--- src/source/dma_settings.svh ---
`ifndef DMA_SETTINGS_SVH
`define DMA_SETTINGS_SVH

//============================
// Configuration table
//============================
// Configurations per side
`define DMA_N_CFG 2

//============================
// Data and address widths
//============================
`define DMA_DBW 16
`define DMA_GBW 16
// Words per DRAM response and lanes per SRAM vector
`define DMA_CSIZE 8
`define DMA_VSIZE 4
// SRAM vector pointer for 16 vectors per side
`define DMA_HBW 4
// Chunk row and column coordinates
`define DMA_CRD_BW 4

`endif
--- src/source/dma_pkg.sv ---
`include "dma_settings.svh"

package dma_pkg;

	// Scalar types
	typedef logic [`DMA_DBW-1:0] word_t;
	typedef logic [`DMA_GBW-1:0] addr_t;
	typedef logic [$clog2(`DMA_N_CFG)-1:0] cfg_id_t;
	typedef logic [`DMA_CRD_BW-1:0] crd_t;
	typedef logic [`DMA_HBW-1:0] hiaddr_t;
	typedef logic [$clog2(`DMA_VSIZE)-1:0] lane_sel_t;

	// One chunk on its way to a branch
	typedef struct packed {
		logic    which;
		cfg_id_t cfg_id;
		addr_t   mofs;
	} chunk_cmd_t;

	// One DRAM response
	typedef word_t burst_t [`DMA_CSIZE];

	// One SRAM write vector
	typedef word_t vec_t [`DMA_VSIZE];

endpackage

--- src/source/dma_ifs.sv ---
// Chunk broadcast from the head to one branch
interface chunk_if;
	logic             rdy;
	logic             ack;
	logic             which;
	dma_pkg::cfg_id_t cfg_id;
	dma_pkg::addr_t   mofs;

	modport src(output rdy, input ack, output which, output cfg_id, output mofs);
	modport dst(input rdy, output ack, input which, input cfg_id, input mofs);
endinterface

// SRAM vector write with a valid pulse and no acknowledge
interface sram_wr_if;
	logic             dval;
	logic             which;
	dma_pkg::cfg_id_t cfg_id;
	dma_pkg::hiaddr_t hiaddr;
	dma_pkg::vec_t    data;

	modport src(
		output dval, output which, output cfg_id, output hiaddr, output data
	);
	modport dst(
		input dval, input which, input cfg_id, input hiaddr, input data
	);
endinterface

--- src/source/dma_pipeline.sv ---
`include "dma_settings.svh"

module dma_pipeline (
	input  logic               i_clk,
	input  logic               i_rst,
	// Chunk request
	input  logic               i_bofs_rdy,
	output logic               o_bofs_ack,
	input  logic               i_which,
	input  dma_pkg::cfg_id_t   i_cfg_id,
	input  dma_pkg::crd_t      i_row,
	input  dma_pkg::crd_t      i_col,
	// Configuration tables
	input  dma_pkg::addr_t     i_cfg0_base  [`DMA_N_CFG],
	input  dma_pkg::addr_t     i_cfg1_base  [`DMA_N_CFG],
	input  dma_pkg::addr_t     i_cfg0_pitch [`DMA_N_CFG],
	input  dma_pkg::addr_t     i_cfg1_pitch [`DMA_N_CFG],
	input  dma_pkg::lane_sel_t i_cfg0_xor   [`DMA_N_CFG],
	input  dma_pkg::lane_sel_t i_cfg1_xor   [`DMA_N_CFG],
	// Read pipeline requests
	input  logic               i_rp_en0_rdy,
	output logic               o_rp_en0_ack,
	input  logic               i_rp_en1_rdy,
	output logic               o_rp_en1_ack,
	// DRAM
	output logic               o_dramra_rdy,
	input  logic               i_dramra_ack,
	output dma_pkg::addr_t     o_dramra,
	input  logic               i_dramrd_rdy,
	output logic               o_dramrd_ack,
	input  dma_pkg::burst_t    i_dramrd,
	// SRAM writes
	output logic               o_rmc_write0_dval,
	output logic               o_rmc_write1_dval,
	output dma_pkg::hiaddr_t   o_rmc_whiaddr0,
	output dma_pkg::hiaddr_t   o_rmc_whiaddr1,
	output dma_pkg::vec_t      o_rmc_wdata
);

	chunk_if   to_addr();
	chunk_if   to_wr();
	sram_wr_if wr();

	chunk_head u_chunk_head (
		.i_clk       (i_clk),
		.i_rst       (i_rst),
		.i_bofs_rdy  (i_bofs_rdy),
		.o_bofs_ack  (o_bofs_ack),
		.i_which     (i_which),
		.i_cfg_id    (i_cfg_id),
		.i_row       (i_row),
		.i_col       (i_col),
		.i_cfg0_pitch(i_cfg0_pitch),
		.i_cfg1_pitch(i_cfg1_pitch),
		.i_rp_en0_rdy(i_rp_en0_rdy),
		.i_rp_en1_rdy(i_rp_en1_rdy),
		.o_rp_en0_ack(o_rp_en0_ack),
		.o_rp_en1_ack(o_rp_en1_ack),
		.to_addr     (to_addr.src),
		.to_wr       (to_wr.src)
	);

	//============================
	// Address branch
	//============================
	dram_addr_issuer u_addr (
		.i_clk       (i_clk),
		.i_rst       (i_rst),
		.chunk       (to_addr.dst),
		.i_cfg0_base (i_cfg0_base),
		.i_cfg1_base (i_cfg1_base),
		.o_dramra_rdy(o_dramra_rdy),
		.i_dramra_ack(i_dramra_ack),
		.o_dramra    (o_dramra)
	);

	//============================
	// Write branch
	//============================
	sram_write_collector u_swc (
		.i_clk       (i_clk),
		.i_rst       (i_rst),
		.chunk       (to_wr.dst),
		.i_dramrd_rdy(i_dramrd_rdy),
		.o_dramrd_ack(o_dramrd_ack),
		.i_dramrd    (i_dramrd),
		.wr          (wr.src)
	);

	butterfly_write_if u_wif (
		.wr               (wr.dst),
		.i_cfg0_xor       (i_cfg0_xor),
		.i_cfg1_xor       (i_cfg1_xor),
		.o_rmc_write0_dval(o_rmc_write0_dval),
		.o_rmc_write1_dval(o_rmc_write1_dval),
		.o_rmc_whiaddr0   (o_rmc_whiaddr0),
		.o_rmc_whiaddr1   (o_rmc_whiaddr1),
		.o_rmc_wdata      (o_rmc_wdata)
	);

endmodule

--- src/source/butterfly_write_if.sv ---
`include "dma_settings.svh"

module butterfly_write_if (
	sram_wr_if.dst              wr,
	input  dma_pkg::lane_sel_t  i_cfg0_xor [`DMA_N_CFG],
	input  dma_pkg::lane_sel_t  i_cfg1_xor [`DMA_N_CFG],
	output logic                o_rmc_write0_dval,
	output logic                o_rmc_write1_dval,
	output dma_pkg::hiaddr_t    o_rmc_whiaddr0,
	output dma_pkg::hiaddr_t    o_rmc_whiaddr1,
	output dma_pkg::vec_t       o_rmc_wdata
);

	dma_pkg::lane_sel_t mask;
	dma_pkg::lane_sel_t lane_xor;

	always_comb begin
		if (wr.which) begin
			mask = i_cfg1_xor[wr.cfg_id];
		end else begin
			mask = i_cfg0_xor[wr.cfg_id];
		end
	end

	// Bank rotation follows the low pointer bits
	assign lane_xor = dma_pkg::lane_sel_t'(wr.hiaddr) & mask;

	always_comb begin
		for (int i = 0; i < `DMA_VSIZE; i++) begin
			o_rmc_wdata[i] = wr.data[dma_pkg::lane_sel_t'(i) ^ lane_xor];
		end
	end

	// Only the chunk's side sees the strobe
	assign o_rmc_write0_dval = wr.dval && !wr.which;
	assign o_rmc_write1_dval = wr.dval && wr.which;
	assign o_rmc_whiaddr0    = wr.which ? '0 : wr.hiaddr;
	assign o_rmc_whiaddr1    = wr.which ? wr.hiaddr : '0;

endmodule

--- src/source/sram_write_collector.sv ---
`include "dma_settings.svh"

module sram_write_collector (
	input  logic            i_clk,
	input  logic            i_rst,
	chunk_if.dst            chunk,
	input  logic            i_dramrd_rdy,
	output logic            o_dramrd_ack,
	input  dma_pkg::burst_t i_dramrd,
	sram_wr_if.src          wr
);

	//============================
	// Pending chunk command
	//============================
	dma_pkg::chunk_cmd_t in_cmd;
	dma_pkg::chunk_cmd_t cmd;
	logic                cmd_rdy;
	logic                cmd_ack;

	assign in_cmd.which  = chunk.which;
	assign in_cmd.cfg_id = chunk.cfg_id;
	assign in_cmd.mofs   = chunk.mofs;

	forward_stage #(
		.T(dma_pkg::chunk_cmd_t)
	) u_fwd_cmd (
		.i_clk     (i_clk),
		.i_rst     (i_rst),
		.i_src_rdy (chunk.rdy),
		.o_src_ack (chunk.ack),
		.i_src_data(in_cmd),
		.o_dst_rdy (cmd_rdy),
		.i_dst_ack (cmd_ack),
		.o_dst_data(cmd)
	);

	//============================
	// Response capture and write
	//============================
	logic             busy;
	logic             half;
	logic             cur_which;
	dma_pkg::cfg_id_t cur_cfg_id;
	dma_pkg::burst_t  burst;
	dma_pkg::hiaddr_t ptr [2];
	dma_pkg::vec_t    vec;

	// Responses come back in address order, so the oldest command owns it
	assign o_dramrd_ack = cmd_rdy && !busy && i_dramrd_rdy;
	assign cmd_ack      = o_dramrd_ack;

	always_ff @(posedge i_clk) begin
		if (o_dramrd_ack) begin
			burst      <= i_dramrd;
			cur_which  <= cmd.which;
			cur_cfg_id <= cmd.cfg_id;
		end
	end

	// Two back-to-back writes with the low half first
	always_ff @(posedge i_clk) begin
		if (i_rst) begin
			busy   <= 1'b0;
			half   <= 1'b0;
			ptr[0] <= '0;
			ptr[1] <= '0;
		end else begin
			if (o_dramrd_ack) begin
				busy <= 1'b1;
				half <= 1'b0;
			end else if (busy) begin
				half <= !half;
				if (half) begin
					busy <= 1'b0;
				end
			end
			// Per-side pointer wraps on its own
			if (busy) begin
				ptr[cur_which] <= ptr[cur_which] + 1'b1;
			end
		end
	end

	always_comb begin
		for (int i = 0; i < `DMA_VSIZE; i++) begin
			vec[i] = half ? burst[i+`DMA_VSIZE] : burst[i];
		end
	end

	assign wr.dval   = busy;
	assign wr.which  = cur_which;
	assign wr.cfg_id = cur_cfg_id;
	assign wr.hiaddr = ptr[cur_which];
	assign wr.data   = vec;

endmodule

--- src/source/dram_addr_issuer.sv ---
`include "dma_settings.svh"

module dram_addr_issuer (
	input  logic           i_clk,
	input  logic           i_rst,
	chunk_if.dst           chunk,
	input  dma_pkg::addr_t i_cfg0_base [`DMA_N_CFG],
	input  dma_pkg::addr_t i_cfg1_base [`DMA_N_CFG],
	output logic           o_dramra_rdy,
	input  logic           i_dramra_ack,
	output dma_pkg::addr_t o_dramra
);

	dma_pkg::addr_t sel_base;
	dma_pkg::addr_t full_addr;

	// Base of the chunk's own configuration
	always_comb begin
		if (chunk.which) begin
			sel_base = i_cfg1_base[chunk.cfg_id];
		end else begin
			sel_base = i_cfg0_base[chunk.cfg_id];
		end
	end

	assign full_addr = sel_base + chunk.mofs;

	// Registered address stays on the bus until DRAM takes it
	forward_stage #(
		.T(dma_pkg::addr_t)
	) u_fwd_addr (
		.i_clk     (i_clk),
		.i_rst     (i_rst),
		.i_src_rdy (chunk.rdy),
		.o_src_ack (chunk.ack),
		.i_src_data(full_addr),
		.o_dst_rdy (o_dramra_rdy),
		.i_dst_ack (i_dramra_ack),
		.o_dst_data(o_dramra)
	);

endmodule

--- src/source/chunk_head.sv ---
`include "dma_settings.svh"

module chunk_head (
	input  logic             i_clk,
	input  logic             i_rst,
	input  logic             i_bofs_rdy,
	output logic             o_bofs_ack,
	input  logic             i_which,
	input  dma_pkg::cfg_id_t i_cfg_id,
	input  dma_pkg::crd_t    i_row,
	input  dma_pkg::crd_t    i_col,
	input  dma_pkg::addr_t   i_cfg0_pitch [`DMA_N_CFG],
	input  dma_pkg::addr_t   i_cfg1_pitch [`DMA_N_CFG],
	input  logic             i_rp_en0_rdy,
	input  logic             i_rp_en1_rdy,
	output logic             o_rp_en0_ack,
	output logic             o_rp_en1_ack,
	chunk_if.src             to_addr,
	chunk_if.src             to_wr
);

	//============================
	// Offset of the incoming chunk
	//============================
	dma_pkg::addr_t sel_pitch;
	always_comb begin
		if (i_which) begin
			sel_pitch = i_cfg1_pitch[i_cfg_id];
		end else begin
			sel_pitch = i_cfg0_pitch[i_cfg_id];
		end
	end

	logic             full;
	logic             done_addr;
	logic             done_wr;
	logic             ch_which;
	dma_pkg::cfg_id_t ch_cfg_id;
	dma_pkg::addr_t   ch_mofs;
	logic             rp_rdy;
	logic             go;
	logic             fin;

	// One chunk at a time
	assign o_bofs_ack = i_bofs_rdy && !full;

	always_ff @(posedge i_clk) begin
		if (o_bofs_ack) begin
			ch_which  <= i_which;
			ch_cfg_id <= i_cfg_id;
			ch_mofs   <= dma_pkg::addr_t'(i_row) * sel_pitch + dma_pkg::addr_t'(i_col);
		end
	end

	//============================
	// Broadcast to both branches
	//============================
	// Held until the read pipeline of that side asks for data
	assign rp_rdy = ch_which ? i_rp_en1_rdy : i_rp_en0_rdy;
	assign go     = full && rp_rdy;

	assign to_addr.rdy    = go && !done_addr;
	assign to_addr.which  = ch_which;
	assign to_addr.cfg_id = ch_cfg_id;
	assign to_addr.mofs   = ch_mofs;

	assign to_wr.rdy    = go && !done_wr;
	assign to_wr.which  = ch_which;
	assign to_wr.cfg_id = ch_cfg_id;
	assign to_wr.mofs   = ch_mofs;

	// Last outstanding branch takes the chunk this cycle
	assign fin = full && (done_addr || to_addr.ack) && (done_wr || to_wr.ack);

	assign o_rp_en0_ack = fin && !ch_which;
	assign o_rp_en1_ack = fin && ch_which;

	always_ff @(posedge i_clk) begin
		if (i_rst) begin
			full      <= 1'b0;
			done_addr <= 1'b0;
			done_wr   <= 1'b0;
		end else if (o_bofs_ack) begin
			full      <= 1'b1;
			done_addr <= 1'b0;
			done_wr   <= 1'b0;
		end else if (fin) begin
			full      <= 1'b0;
			done_addr <= 1'b0;
			done_wr   <= 1'b0;
		end else begin
			if (to_addr.ack) begin
				done_addr <= 1'b1;
			end
			if (to_wr.ack) begin
				done_wr <= 1'b1;
			end
		end
	end

endmodule

--- src/source/forward_stage.sv ---
module forward_stage #(
	parameter type T = logic
) (
	input  logic i_clk,
	input  logic i_rst,
	input  logic i_src_rdy,
	output logic o_src_ack,
	input  T     i_src_data,
	output logic o_dst_rdy,
	input  logic i_dst_ack,
	output T     o_dst_data
);

	logic full;

	// Refill in the same cycle the output drains
	assign o_src_ack = i_src_rdy && (!full || i_dst_ack);
	assign o_dst_rdy = full;

	always_ff @(posedge i_clk) begin
		if (i_rst) begin
			full <= 1'b0;
		end else if (o_src_ack) begin
			full <= 1'b1;
		end else if (i_dst_ack) begin
			full <= 1'b0;
		end
	end

	always_ff @(posedge i_clk) begin
		if (o_src_ack) begin
			o_dst_data <= i_src_data;
		end
	end

endmodule

--- config.mk ---
export PLATFORM = sky130hd
export DESIGN_NAME = dma_pipeline
export DESIGN_NICKNAME = d
export VERILOG_FILES = /design/src/source/dma_pkg.sv /design/src/source/dma_ifs.sv /design/src/source/dma_pipeline.sv /design/src/source/butterfly_write_if.sv /design/src/source/sram_write_collector.sv /design/src/source/dram_addr_issuer.sv /design/src/source/chunk_head.sv /design/src/source/forward_stage.sv
export VERILOG_INCLUDE_DIRS = /design/src /design/src/source
export SDC_FILE = /design/constraint.sdc
export NUM_CORES = 1
export LEC_CHECK = 0
export ABC_AREA = 1
export BUFFER_PORTS_ARGS = -buffer_cell sky130_fd_sc_hd__buf_2
export CAP_MARGIN = 30
export CORE_ASPECT_RATIO = 1.4
export CORE_MARGIN = 8
export CORE_UTILIZATION = 52
export CTS_CLUSTER_SIZE = 25
export DETAILED_ROUTE_END_ITERATION = 8
export GPL_TIMING_DRIVEN = 0
export PLACE_DENSITY = 0.82
export SLEW_MARGIN = 20
export SYNTH_ARGS = -nofsm -noshare
export SYNTH_HDL_FRONTEND = slang
export SYNTH_SLANG_ARGS = --single-unit
export TNS_END_PERCENT = 30
--- constraint.sdc ---
create_clock -name i_clk -period 13.85 [get_ports i_clk]
set_input_delay 2.77 -clock i_clk [delete_from_list [all_inputs] [get_ports i_clk]]
set_output_delay 2.77 -clock i_clk [all_outputs]
set_load 0.01 [all_outputs]
==> results.py <==
metrics = {
    "clock_network": {
        "ctsHoldBuffers": 0,
        "cts_made_buffers": 17,
        "cts_resized": 0,
        "cts_num_sinks": 182,
        "clk_latency_ps": 440,
        "ctsLongestPathBuffers": 2,
        "root_buffer": "clkbuf_16",
        "clk_pin_slew_ps": 60,
        "postCtsSetupBuffers": 0,
        "h-tree-depth": 4,
        "cts_tree": "done",
    },
    "worst_setup_path": {
        "critPathRequiredTime_ps": 11080,
        "slowest_delay_ps": 590,
        "cp_common_cell": "buf_2",
        "cp_cell_sequence": "buf_2 > mux2i_1 > o31ai_1 > buf_2 > buf_4 > clkbuf_1 > a21oi_1 > buf_2",
        "critPathCaptureType": "primary output",
        "worst-path-max-fanout": 10,
        "ff2ff_path_depth": 13,
        "critPathSlowestCell": "o31ai_1",
        "path_class": "input pin to primary output",
        "crit_path_start_kind": "input pin",
        "cp.arrival_ps": 4870,
    },
    "place": {
        "place.gp.congestion": 1.004,
        "portBuffers": 375,
        "hpwlAfterDp_um": 36770,
        "place_inst": 2012,
    },
    "synth": {
        "ys_seq_area_share_pct": 46.55,
        "synth_cells": 1334,
        "synth_xor_area_share_pct": 2.271,
        "yosys_warnings": 0,
        "synth_edf_count": 174,
        "synth_fa_ha_area_share_pct": 9.820,
        "ys.flop_type": "edfxtp_1",
        "synth_compound_area_share_pct": 13.54,
        "ys_ff_latch": 182,
        "ys_types": 42,
        "synth.mux.area_fraction_pct": 0.3569,
        "synth_top_family_by_area": "simple AND/OR/NAND/NOR gates",
        "synth_area_per_cell_um2": 8.672,
        "syn_nets": 1689,
        "syn_area_um2": 11570,
        "synthSimpleGateAreaFrac_pct": 21.00,
        "async_flop_share_pct": 0,
    },
    "floorplanning": {
        "core-area_um2": 21860,
        "chipWidth_um": 142.1,
        "core.rowCount": 64,
        "die-area_um2": 27340,
        "ios": 376,
        "dieHeight_um": 192.5,
        "initial_core_util_pct": 52.92,
    },
    "sta": {
        "setup_viol": 0,
        "rsz0062_at_grt": "false",
        "setup_tns_ps": 0,
        "fin_crit_sh_pct": 55.13,
        "fin_skew_ps": 5.725,
        "tightest_slew_ps": 706.9,
        "timing.slew.headroom_pct": 52.47,
        "report.final.slew_viol_count": 0,
        "hold_violations": 0,
        "timing.fmax_ghz": 0.1310,
        "finalCriticalPeriod_ps": 7636,
    },
    "route": {
        "drtIter0Drc": 787,
        "wirelength_um": 43740,
        "drc_errors": 0,
        "post_drt_wl_per_cell_um": 21.34,
        "firstDrtPassIters": 8,
        "vias": 11210,
        "ant_nets": 0,
        "via_per_inst": 5.467,
    },
    "finish": {
        "area_delta_synth_final_pct": 25.43,
        "layout-drive-gt1-share_pct": 27.59,
        "instances_no_fill": 2050,
        "final_cell_mix": "buf_2 (381), nand2_1 (253), edfxtp_1 (174)",
        "final_common_cell": "buf_2",
        "finalNetCount": 2089,
    },
    "grt": {
        "grt_pass1_wl_um": 64930,
        "grt_max_degree": 32,
        "grt_pass1_vias": 11630,
        "grt_use_total_pct": 31.97,
        "antenna_found_initial": 4,
        "grt-ovfl-total": 0,
    },
    "power": {
        "p_leak_nw": 6.624,
        "ir_drop_v": 0.00008979,
        "total_power_w": 0.001774,
        "power_density_nw_per_um2": 122.2,
    },
    "hold_path": {
        "hold_depth": 0,
        "min-delay-path-class": "register to register",
    },
    "job": {
        "cap_violations": 0,
    },
    "outcome": {
        "status": "completed",
    },
}
==> critical path: cells and delay by family <==
kind | cells | cell delay (ps)
buffers and inverters | 5 | 1210
AOI/OAI and AO/OA | 2 | 820
muxes | 1 | 60
==> worst paths after layout <==
kind | endpoint | from | slack (ps)
hold reg to reg | u_swc.wr.cfg_id | u_swc.u_fwd_cmd.o_dst_data[16] | 420
setup / recovery | o_rmc_wdata[49] | i_cfg1_xor[1] | 6210
setup reg to reg | u_addr.u_fwd_addr.o_dst_data[10] | u_chunk_head.to_addr.cfg_id | 10060
hold / removal | u_swc.wr.cfg_id | u_swc.u_fwd_cmd.o_dst_data[16] | 420
==> synthesized netlist by cell type (8+ instances only) <==
library cell  count  area, µm²
o21ai_1          45      225.2
edfxtp_1        174       5225
or2_2            51      319.1
nor2_1          169      634.4
nand3_1          75      375.4
o22ai_1          15      93.84
o21ai_0         113      565.5
xor2_1           20      175.2
clkbuf_1         50      187.7
a21oi_1          84      420.4
dfxtp_1           8      160.2
ha_1             46      575.6
nand2_1         253      949.7
inv_1           117      439.2
a32o_1            8      80.08
xnor2_1          10      87.58
or2_0            15      93.84
fa_1             28      560.5
==> stage by stage <==
| stage | utilization, % | cell area (µm²) | setup WS [ps] | hold slack, ps |
|---|---|---|---|---|
| 2_1_floorplan | - | 11570 | 1444 | 400.3 |
| 3_3_place_gp | 63.20 | 13820 | -876.7 | 412.1 |
| 3_5_place_dp | 63.83 | 13950 | 6194 | 407.2 |
| 4_1_cts | 66.31 | 14500 | 6191 | 421.2 |
| 5_1_grt | 66.35 | 14510 | 6088 | 444.0 |
| 6_report | 66.37 | 14510 | 6214 | 420.3 |
==> cell type report <==
type	instances	area [µm²]
fillers	1848	7351
multi-input cells	968	5446
flip-flops and latches	182	5385
repair buffers	381	2003
inverters	118	442.9
clock buffers	18	429.2
well taps	297	371.6
plain buffers	66	304.0
clock inverters	14	112.6
diodes	6	15.01
==> report_power, final <==
part / switching (W) / leakage (nW) / internal, W
logic: 0.000403 / 4.69 / 0.000242
clock network: 0.000199 / 0.268 / 0.000245
registers: 0.0000131 / 1.67 / 0.000672
==> sequential cells by signal (all words and copies together), names as in the netlist, named ones only <==
name,flops
u_swc.burst,128
u_addr.u_fwd_addr.o_dst_data,16
u_chunk_head.to_addr.mofs,16
u_swc.ptr,8
u_swc.u_fwd_cmd.o_dst_data,2
u_addr.u_fwd_addr.o_dst_rdy,1
u_chunk_head.done_addr,1
u_chunk_head.done_wr,1
u_chunk_head.full,1
u_chunk_head.to_addr.cfg_id,1
u_chunk_head.to_addr.which,1
u_swc.half,1
u_swc.u_fwd_cmd.o_dst_rdy,1
u_swc.wr.cfg_id,1
u_swc.wr.dval,1
u_swc.wr.which,1
==> cells by family after synthesis <==
logic type,Yosys count
buffers and inverters,184
flip-flops,182
adder cells (fa/ha/maj),74
XOR/XNOR,30
multiplexers,4
AND/OR/NAND/NOR,573
AO/OA/AOI/OAI,287
==> layer usage <==
layer	GRT usage, %	vias up	share of wire [%]
met5	0	-	0
met4	18.65	0	5.7
met3	7.155	130	7.6
met2	60.37	584	53
met1	31.25	5183	34
li1	-	5310	-
Power figures use the tool's default switching activity.
